## src/c2fPkg.sv

```systemverilog
// Core-to-fabric buffer definitions
// Depth, thread id width, ventilation limit,
// entry states, core request and response words, ring output select
`default_nettype none

package c2fPkg;

    localparam int C2fEntries    = 4;
    localparam int C2fIdxWidth   = $clog2(C2fEntries);
    localparam int ThreadIdWidth = 2;
    localparam int VentLimit     = 3;                      // Local inserts before a forced gap
    localparam int VentCntWidth  = $clog2(VentLimit + 1);

    // Per-entry life cycle
    typedef enum logic [2:0] {
        FREE,
        SEND_WRITE,     // Waiting for a ring slot
        SEND_READ,
        READ_WAIT,      // On the ring, response pending
        READ_READY      // Response captured, core not told yet
    } entryStateT;

    // Core request, opcode uses the ring encoding
    typedef struct packed {
        logic                     valid;
        logic [1:0]               opcode;
        logic [ThreadIdWidth-1:0] threadId;
        logic [31:0]              address;
        logic [31:0]              data;
    } coreReqT;

    typedef struct packed {
        logic                     valid;
        logic [ThreadIdWidth-1:0] threadId;
        logic [31:0]              data;
    } coreRspT;

    // Source of the next ring output slot
    typedef enum logic [1:0] {SEL_NOP, SEL_RING, SEL_LOCAL} ringSelT;

endpackage

`default_nettype wire

```

## src/ringPkg.sv

```systemverilog
// Ring-level definitions
// Opcode encoding on the ring, the ring word struct
// and the address field holding the target core id
`default_nettype none

package ringPkg;

    // ====================
    // Field widths
    // ====================
    localparam int AddrWidth   = 32;
    localparam int DataWidth   = 32;
    localparam int CoreIdMsb   = 31;           // Target core id lives in the top byte
    localparam int CoreIdLsb   = 24;
    localparam int CoreIdWidth = CoreIdMsb - CoreIdLsb + 1;

    // Ring opcodes, encoding as seen on the wire
    typedef enum logic [1:0] {
        RD       = 2'b00,
        RD_RSP   = 2'b01,
        WR       = 2'b10,
        WR_BCAST = 2'b11                       // Not served here, only rejected
    } opcodeT;

    // One ring slot, valid low means empty slot
    typedef struct packed {
        logic                 valid;
        opcodeT               opcode;
        logic [AddrWidth-1:0] address;
        logic [DataWidth-1:0] data;
    } ringPacketT;

endpackage

`default_nettype wire

```

## src/c2fAgeOrder.sv

```systemverilog
// Age tracker for the core-to-fabric buffer
// Age matrix updated on allocation,
// oldest entry lookup for the send and ready classes
`timescale 1ns/1ps
`default_nettype none

module c2fAgeOrder
    import c2fPkg::*;
(
    input  logic                   QClk,
    input  logic                   reset,
    input  logic [C2fEntries-1:0]  allocVec,
    input  logic [C2fEntries-1:0]  freeVec,
    input  logic [C2fEntries-1:0]  sendMask,
    input  logic [C2fEntries-1:0]  readyMask,
    output logic [C2fIdxWidth-1:0] sendIdx,
    output logic [C2fIdxWidth-1:0] readyIdx,
    output logic                   sendFound,
    output logic                   readyFound
);

    logic [C2fEntries-1:0]                 occupied;
    logic [C2fEntries-1:0][C2fEntries-1:0] older;    // older[j][i]: j allocated before i

    // Entry in the mask with no older masked entry
    function automatic logic [C2fIdxWidth-1:0] oldestOf(
        input logic [C2fEntries-1:0]                 mask,
        input logic [C2fEntries-1:0][C2fEntries-1:0] ageMat
    );
        logic [C2fIdxWidth-1:0] idx;
        logic                   blocked;
        idx = '0;
        for (int i = 0; i < C2fEntries; i++) begin
            blocked = 1'b0;
            for (int j = 0; j < C2fEntries; j++) begin
                if (mask[j] && ageMat[j][i]) blocked = 1'b1;
            end
            if (mask[i] && !blocked) idx = C2fIdxWidth'(i);
        end
        return idx;
    endfunction

    always_ff @(posedge QClk) begin
        if (reset) begin
            occupied <= '0;
            older    <= '0;
        end else begin
            occupied <= (occupied | allocVec) & ~freeVec;
            for (int k = 0; k < C2fEntries; k++) begin
                if (allocVec[k]) begin                    // New entry is the youngest
                    for (int j = 0; j < C2fEntries; j++) begin
                        older[j][k] <= occupied[j] && (j != k);
                        older[k][j] <= 1'b0;
                    end
                end
            end
        end
    end

    assign sendIdx    = oldestOf(sendMask, older);
    assign readyIdx   = oldestOf(readyMask, older);
    assign sendFound  = |sendMask;
    assign readyFound = |readyMask;

endmodule

`default_nettype wire

```

## src/c2fBuffer.sv

```systemverilog
// Core-to-fabric buffer
// Request acceptance, per-entry state machines,
// read response capture, registered core response, stall
`timescale 1ns/1ps
`default_nettype none

module c2fBuffer
    import ringPkg::*;
    import c2fPkg::*;
(
    input  logic                   QClk,
    input  logic                   reset,
    input  logic [CoreIdWidth-1:0] coreId,
    input  coreReqT                coreReq,
    input  ringPacketT             ringInQ501,
    output logic                   respHit,
    output ringPacketT             sendReq,
    input  logic                   localSent,
    output coreRspT                coreRsp,
    output logic                   stall,
    output logic [C2fEntries-1:0]  allocVec,
    output logic [C2fEntries-1:0]  freeVec,
    output logic [C2fEntries-1:0]  sendMask,
    output logic [C2fEntries-1:0]  readyMask,
    input  logic [C2fIdxWidth-1:0] sendIdx,
    input  logic [C2fIdxWidth-1:0] readyIdx,
    input  logic                   sendFound,
    input  logic                   readyFound
);

    entryStateT            state     [C2fEntries];
    entryStateT            stateNext [C2fEntries];
    coreReqT               entry     [C2fEntries];   // Request payload, data reused for the response
    logic [C2fEntries-1:0] freeMask;
    logic [C2fEntries-1:0] matchVec;
    logic [C2fEntries-1:0] matchFirst;
    logic                  legalReq;
    logic                  deliver;

    // Lowest set bit, one-hot
    function automatic logic [C2fEntries-1:0] firstOne(input logic [C2fEntries-1:0] vec);
        return vec & (~vec + 1'b1);
    endfunction

    // ====================
    // Acceptance and match
    // ====================
    always_comb begin
        for (int i = 0; i < C2fEntries; i++) begin
            freeMask[i]  = (state[i] == FREE);
            sendMask[i]  = (state[i] == SEND_WRITE) || (state[i] == SEND_READ);
            readyMask[i] = (state[i] == READ_READY);
            matchVec[i]  = ringInQ501.valid && (ringInQ501.opcode == RD_RSP)
                           && (state[i] == READ_WAIT)
                           && (entry[i].address == ringInQ501.address);
        end
    end

    assign stall      = ~|freeMask;                  // No FREE entry left
    assign legalReq   = coreReq.valid && !stall
                        && ((coreReq.opcode == RD) || (coreReq.opcode == WR))
                        && (coreReq.address[CoreIdMsb:CoreIdLsb] != coreId);
    assign allocVec   = legalReq ? firstOne(freeMask) : '0;
    assign matchFirst = firstOne(matchVec);           // One entry per response
    assign respHit    = |matchVec;                    // Response consumed, not forwarded

    // Same thread is not answered two cycles running
    assign deliver = readyFound
                     && !(coreRsp.valid && (coreRsp.threadId == entry[readyIdx].threadId));

    // Oldest pending request toward the arbiter
    always_comb begin
        sendReq.valid   = sendFound;
        sendReq.address = entry[sendIdx].address;
        sendReq.data    = entry[sendIdx].data;
        if (state[sendIdx] == SEND_WRITE) begin
            sendReq.opcode = WR;
        end else begin
            sendReq.opcode = RD;
        end
    end

    // ====================
    // Entry state machines
    // ====================
    always_comb begin
        for (int i = 0; i < C2fEntries; i++) begin
            stateNext[i] = state[i];
            case (state[i])
                FREE: begin
                    if (allocVec[i]) begin
                        stateNext[i] = (coreReq.opcode == WR) ? SEND_WRITE : SEND_READ;
                    end
                end
                SEND_WRITE: begin
                    if (localSent && (sendIdx == C2fIdxWidth'(i))) stateNext[i] = FREE;
                end
                SEND_READ: begin
                    if (localSent && (sendIdx == C2fIdxWidth'(i))) stateNext[i] = READ_WAIT;
                end
                READ_WAIT: begin
                    if (matchFirst[i]) stateNext[i] = READ_READY;
                end
                READ_READY: begin
                    if (deliver && (readyIdx == C2fIdxWidth'(i))) stateNext[i] = FREE;
                end
                default: stateNext[i] = FREE;
            endcase
            freeVec[i] = (state[i] != FREE) && (stateNext[i] == FREE);   // Release to age tracker
        end
    end

    always_ff @(posedge QClk) begin
        if (reset) begin
            for (int i = 0; i < C2fEntries; i++) begin
                state[i] <= FREE;
            end
            coreRsp.valid <= 1'b0;
        end else begin
            for (int i = 0; i < C2fEntries; i++) begin
                state[i] <= stateNext[i];
            end
            coreRsp.valid    <= deliver;
            coreRsp.threadId <= entry[readyIdx].threadId;
            coreRsp.data     <= entry[readyIdx].data;
        end
    end

    // Payload, written on allocation or response capture
    always_ff @(posedge QClk) begin
        for (int i = 0; i < C2fEntries; i++) begin
            if (allocVec[i]) begin
                entry[i] <= coreReq;
            end else if (matchFirst[i]) begin
                entry[i].data <= ringInQ501.data;
            end
        end
    end

endmodule

`default_nettype wire

```

## src/rc.sv

```systemverilog
// Ring controller top level
// Connects the ring arbiter, the core-to-fabric buffer
// and its age tracker
`timescale 1ns/1ps
`default_nettype none

module rc
    import ringPkg::*;
    import c2fPkg::*;
(
    input  logic                   QClk,
    input  logic                   reset,
    input  logic [CoreIdWidth-1:0] coreId,
    input  ringPacketT             ringIn,
    output ringPacketT             ringOut,
    input  coreReqT                coreReq,
    output coreRspT                coreRsp,
    output logic                   stall
);

    // ====================
    // Internal nets
    // ====================
    ringPacketT             ringInQ501;         // Sampled ring input
    ringPacketT             sendReq;            // Oldest local request
    logic                   respHit;
    logic                   localSent;
    logic [C2fEntries-1:0]  allocVec;
    logic [C2fEntries-1:0]  freeVec;
    logic [C2fEntries-1:0]  sendMask;
    logic [C2fEntries-1:0]  readyMask;
    logic [C2fIdxWidth-1:0] sendIdx;
    logic [C2fIdxWidth-1:0] readyIdx;
    logic                   sendFound;
    logic                   readyFound;

    ringArbiter iArbiter (
        .QClk       (QClk),
        .reset      (reset),
        .ringIn     (ringIn),
        .ringInQ501 (ringInQ501),
        .respHit    (respHit),
        .sendReq    (sendReq),
        .localSent  (localSent),
        .ringOut    (ringOut)
    );

    c2fBuffer iBuffer (
        .QClk       (QClk),
        .reset      (reset),
        .coreId     (coreId),
        .coreReq    (coreReq),
        .ringInQ501 (ringInQ501),
        .respHit    (respHit),
        .sendReq    (sendReq),
        .localSent  (localSent),
        .coreRsp    (coreRsp),
        .stall      (stall),
        .allocVec   (allocVec),
        .freeVec    (freeVec),
        .sendMask   (sendMask),
        .readyMask  (readyMask),
        .sendIdx    (sendIdx),
        .readyIdx   (readyIdx),
        .sendFound  (sendFound),
        .readyFound (readyFound)
    );

    c2fAgeOrder iAgeOrder (
        .QClk       (QClk),
        .reset      (reset),
        .allocVec   (allocVec),
        .freeVec    (freeVec),
        .sendMask   (sendMask),
        .readyMask  (readyMask),
        .sendIdx    (sendIdx),
        .readyIdx   (readyIdx),
        .sendFound  (sendFound),
        .readyFound (readyFound)
    );

endmodule

`default_nettype wire

```

## src/ringArbiter.sv

```systemverilog
// Ring output arbiter
// Ring input sample, output source selection,
// ventilation counter and the ring output register
`timescale 1ns/1ps
`default_nettype none

module ringArbiter
    import ringPkg::*;
    import c2fPkg::*;
(
    input  logic       QClk,
    input  logic       reset,
    input  ringPacketT ringIn,
    output ringPacketT ringInQ501,
    input  logic       respHit,
    input  ringPacketT sendReq,
    output logic       localSent,
    output ringPacketT ringOut
);

    ringSelT                 sel;
    ringPacketT              nextOut;
    logic [VentCntWidth-1:0] ventCnt;      // Consecutive local inserts

    // ====================
    // Slot selection
    // ====================
    always_comb begin
        if (ventCnt == VentCntWidth'(VentLimit)) begin
            sel = SEL_NOP;                              // Forced gap, ring packet dropped
        end else if (ringInQ501.valid && !respHit) begin
            sel = SEL_RING;                             // Pass-through traffic first
        end else if (sendReq.valid) begin
            sel = SEL_LOCAL;
        end else begin
            sel = SEL_NOP;
        end
    end

    always_comb begin
        case (sel)
            SEL_RING:  nextOut = ringInQ501;
            SEL_LOCAL: nextOut = sendReq;
            default:   nextOut = '0;                     // Empty slot
        endcase
    end

    assign localSent = (sel == SEL_LOCAL);

    // ====================
    // Registers
    // ====================
    always_ff @(posedge QClk) begin
        if (reset) begin
            ringInQ501.valid <= 1'b0;
            ringOut.valid    <= 1'b0;
            ventCnt          <= '0;
        end else begin
            ringInQ501 <= ringIn;                       // First stage
            ringOut    <= nextOut;                      // Second stage
            if (!nextOut.valid) begin
                ventCnt <= '0;                          // Any empty slot ventilates
            end else if (localSent) begin
                ventCnt <= ventCnt + 1'b1;
            end
        end
    end

endmodule

`default_nettype wire

```

## config.mk

```make
export PLATFORM = sky130hd
export DESIGN_NAME = rc
export DESIGN_NICKNAME = d
export VERILOG_FILES = /design/src/c2fPkg.sv /design/src/ringPkg.sv /design/src/c2fAgeOrder.sv /design/src/c2fBuffer.sv /design/src/rc.sv /design/src/ringArbiter.sv
export SDC_FILE = /design/constraint.sdc
export NUM_CORES = 1
export LEC_CHECK = 0
export BUFFER_PORTS_ARGS = -buffer_cell sky130_fd_sc_hd__buf_2
export CAP_MARGIN = 20
export CORE_UTILIZATION = 45
export DETAILED_ROUTE_END_ITERATION = 7
export PLACE_DENSITY = 0.67
export SETUP_SLACK_MARGIN = 0.15
export SLEW_MARGIN = 5
export SYNTH_ARGS = -nofsm -noshare
export SYNTH_HDL_FRONTEND = slang
export SYNTH_HIERARCHICAL = 1
export SYNTH_SLANG_ARGS = --single-unit
```

## constraint.sdc

```tcl
create_clock -name QClk -period 4.05 [get_ports QClk]
set_input_delay 0.6075 -clock QClk [delete_from_list [all_inputs] [get_ports QClk]]
set_output_delay 0.6075 -clock QClk [all_outputs]
set_load 0.05 [all_outputs]
```

==> run metrics <==
status completed; ANT cells 0; total gr overflow 0; initial antenna violation count 0; Reg clk slew, reported paths 0.06 ns; initial core utilization 45.54%; Via-to-Cell Ratio 5.877; die height 219.1 um; Syn Area/Cell 15.46 um^2; period utilization 89.66%; RR Endpoint iAgeOrder/occupied[2]$_SDFF_PP0_; CTS sink cnt 460; Async S/R FF share, synth 0%; GPL Wtd Cong 0.9156; crit path kind reg -> reg; share of total power in sequential cells 47.6%; Mapped Nets 1521; Ys Warns 6; number of global-route vias before repair 13.49k; Int Pwr 0.008643 W; CP max-delay cell or4_4; slowest stage delay, CP 0.60 ns; worst path arrival time 4.07 ns; Routed Antenna Nets 0; number of flops mapped to enable cells by yosys 430; final routed DRC violation total 0; Total Routing Usage GR 24.20%; Hold Crit Class in -> reg; endpoints failing hold 0; met3 GRT Util 3.742%; Synth Register Bits 460; Synth Cell Area 21200 um^2; CTS Buffer Depth 3; largest net degree at the start of global routing 71; CTS Buf Count 50; switch share 26.41%; Clk Latency, worst-skew pair 0.59 ns; Reg2Reg Depth 16; Slew @ Worst Pin 1.089 ns; register area share after synthesis 63.74%; Worst R2R Setup Slack 0.42 ns; FF/Latch Area 13510 um^2; required time of the critical path 4.49 ns; I/O pin cnt 249; DIE WIDTH 219.1 um; share of the synthesized area in the top cell type 60.91%; Site Rows 79; H-Tree Level Count 2; most used flip-flop cell after synthesis edfxtp_1; Clock power frac 37.7%; Comb power frac 14.7%; port bufs 248; Finished Cell Area 25140 um^2; CP Launch Type flip-flop; cell depth of the worst hold path 1; hpwl dp 37420 um; crit-path cells xor2_1 > nor4_2 > buf_4 > nand3_1 > or4_4 > nand4_1 > nand2b_1 > and3b_1 > ha_2 > nand2_1 > nor2_2 > mux2i_1 > o22ai_1 > o31a_1 > a221oi_2 > nor3_1; met2 GRT Util 41.60%; via count 13.51k; DP Area 23420 um^2; worst clock skew 0.01178 ns; Layout fillers 3779; crit-path max FO 4; Lkg Pwr 8.714 nW; RSZ-0062 raised after global routing no; drt first pass iters 5; hold path startpoint ringIn[43]; ranking of synthesized cells by area edfxtp_1 (61%), mux4_2 (11%), xor2_1 (4.0%); slew margin rel. 27.40%; Synth Instances 1371; top cells by count, synth edfxtp_1 (430), mux4_2 (99), nor2_1 (98), xor2_1 (98), a22oi_1 (74); maximum clock frequency 275.4 MHz; drt wl/cell 25.10 um; P&R area growth vs syn 18.56%; CP Capture Type flip-flop; first-pass GRT wire length 84850 um; Routed WL 57700 um; Synth area leader edfxtp_1; max-cap violation count 0; number of nets in the layout 1802; final setup fails 0; grt met1 use 31.11%; P per Cell Area 467.3 nW/um^2; core area 46560 um^2; clk root buf clkbuf_16; global routing's busiest layer met2; Switch Pwr 0.003102 W; Final Max Slew Viols 0; share of cells above drive strength 1 34.10%; starting DRC count in detailed routing 1173; source of the worst register-to-register timing path iArbiter/ringInQ501[60]$_DFFE_PN_; CTS tree built; Unique masters post-synth 55; DIE AREA 47980 um^2; maximum VDD drop 496.6 uV; setup_tns 0 ns; # hold bufs at CTS 0; Multi-input gate area 7277 um^2; most frequent cell after synthesis edfxtp_1; Hold EP iArbiter/ringInQ501[43]$_DFFE_PN_; minimum clock period 3.631 ns
[critical path, delay by kind of cell, from the launching register on]
kind / cells / cell delay, ns
muxes: 1 / 0.20
buffers and inverters: 1 / 0.16
AOI/OAI and AO/OA: 3 / 0.40
adders and majority gates: 1 / 0.22
DFF: 1 / 0.45
and+or+nand+nor: 9 / 1.84
xor gates and xnor gates: 1 / 0.21
[registers in the layout, summed over array words and instances, names as in the netlist]
| register | count |
|---|---|
| iArbiter/ventCnt | 2 |
| iBuffer/state | 12 |
| iBuffer/entry | 264 |
| iArbiter/ringOut | 67 |
| iArbiter/ringInQ501 | 67 |
| iAgeOrder/older | 9 |
| iAgeOrder/occupied | 4 |
| iBuffer/coreRsp | 35 |
[area by class of cell]
class / instances / share of cell area, %
clock buffer: 57 / 5.167
clock inverter: 35 / 1.105
inverter: 38 / 0.5874
multi-input combinational: 793 / 28.95
sequential: 460 / 53.76
tap: 607 / 3.022
timing repair buffer: 309 / 7.407
[cells by family after synthesis]
logic type,count (synthesis),share of synthesized area [%]
adder cells (fa/ha/maj),4,0.2361
multiplexers,201,15.90
AO/OA/AOI/OAI,155,4.869
other,1,0.01769
buffers and inverters,118,2.526
flip-flops,460,63.74
XOR/XNOR,143,5.908
AND/OR/NAND/NOR,289,6.805
[through the flow]
stage	worst slack [ns]	hold slack [ns]	std cells	util [%]	power (W)
CTS	0.1868	0.1613	2286	53.70	0.01182
detailed placement	0.2096	0.5077	2194	50.31	0.007401
global placement	0.2786	0.4917	2194	50.31	0.007378
floorplan	0.2318	0.4655	1371	-	0.006769
global route	0.1948	0.1738	2299	53.99	0.01212
finish	0.4186	0.1898	2299	53.99	0.01175
[power by group through the flow]
stage / sequential (W) / clock (W) / combinational [W]
after global routing: 0.00561 / 0.00468 / 0.00183
after detailed placement: 0.00569 / 0 / 0.00171
after CTS: 0.00559 / 0.00451 / 0.00172
final: 0.00559 / 0.00443 / 0.00173
after floorplan: 0.00592 / 0 / 0.000850
after global placement: 0.00568 / 0 / 0.00170
[per-layer routing]
metal | vias up | wire length (um)
met5 | - | 0
met4 | 0 | 1803
met3 | 115 | 3890
met2 | 620 | 28850
met1 | 6885 | 23160
li1 | 5891 | -
[how the worst max path moves through the flow]
stage	startpoint	end	slack, ns	depth (start not counted)
2_1_floorplan	coreReq[59]	iBuffer/entry[3][0]$_DFFE_PP_	0.23	5
3_3_place_gp	iArbiter/ringInQ501[38]$_DFFE_PN_	iAgeOrder/occupied[2]$_SDFF_PP0_	0.28	15
3_5_place_dp	iArbiter/ringInQ501[38]$_DFFE_PN_	iAgeOrder/occupied[2]$_SDFF_PP0_	0.21	15
4_1_cts	iArbiter/ringInQ501[38]$_DFFE_PN_	iAgeOrder/occupied[2]$_SDFF_PP0_	0.19	15
5_1_grt	iArbiter/ringInQ501[55]$_DFFE_PN_	iAgeOrder/occupied[2]$_SDFF_PP0_	0.19	15
6_report	iArbiter/ringInQ501[60]$_DFFE_PN_	iAgeOrder/occupied[2]$_SDFF_PP0_	0.42	16
[cells in the final DEF, fill, tap and decap left out, types with 3 or more instances in the layout]
cell type,Yosys,layout
edfxtp_1,430,430
buf_2,23,248
mux4_2,99,99
xor2_1,98,98
nor2_1,98,94
a22oi_1,74,74
mux2_2,66,66
clkbuf_16,0,51
nand2_1,51,51
buf_4,10,48
xnor2_1,45,45
o21ai_0,42,40
inv_1,38,36
dfxtp_1,30,30
nor4_1,32,30
mux2_1,30,30
nor3_1,25,25
a21oi_1,18,18
clkinv_2,0,15
nand4_1,14,14
buf_12,0,13
nand3_1,13,12
clkinv_1,0,11
nand2b_1,12,9
nor3b_1,8,8
and3_1,7,7
clkbuf_1,32,6
mux2i_1,6,6
nor2b_1,6,6
nand3b_1,5,5
bufinv_16,0,4
or4_1,4,3
or2_2,3,3
or3_1,3,3
nor2_4,0,3
[timing repair]
action,in CTS,in global routing
setup buffers,0,12
resized for setup,0,5
endpoints found under the setup margin,0,1
No activity file was read; power rests on OpenSTA's default activity.
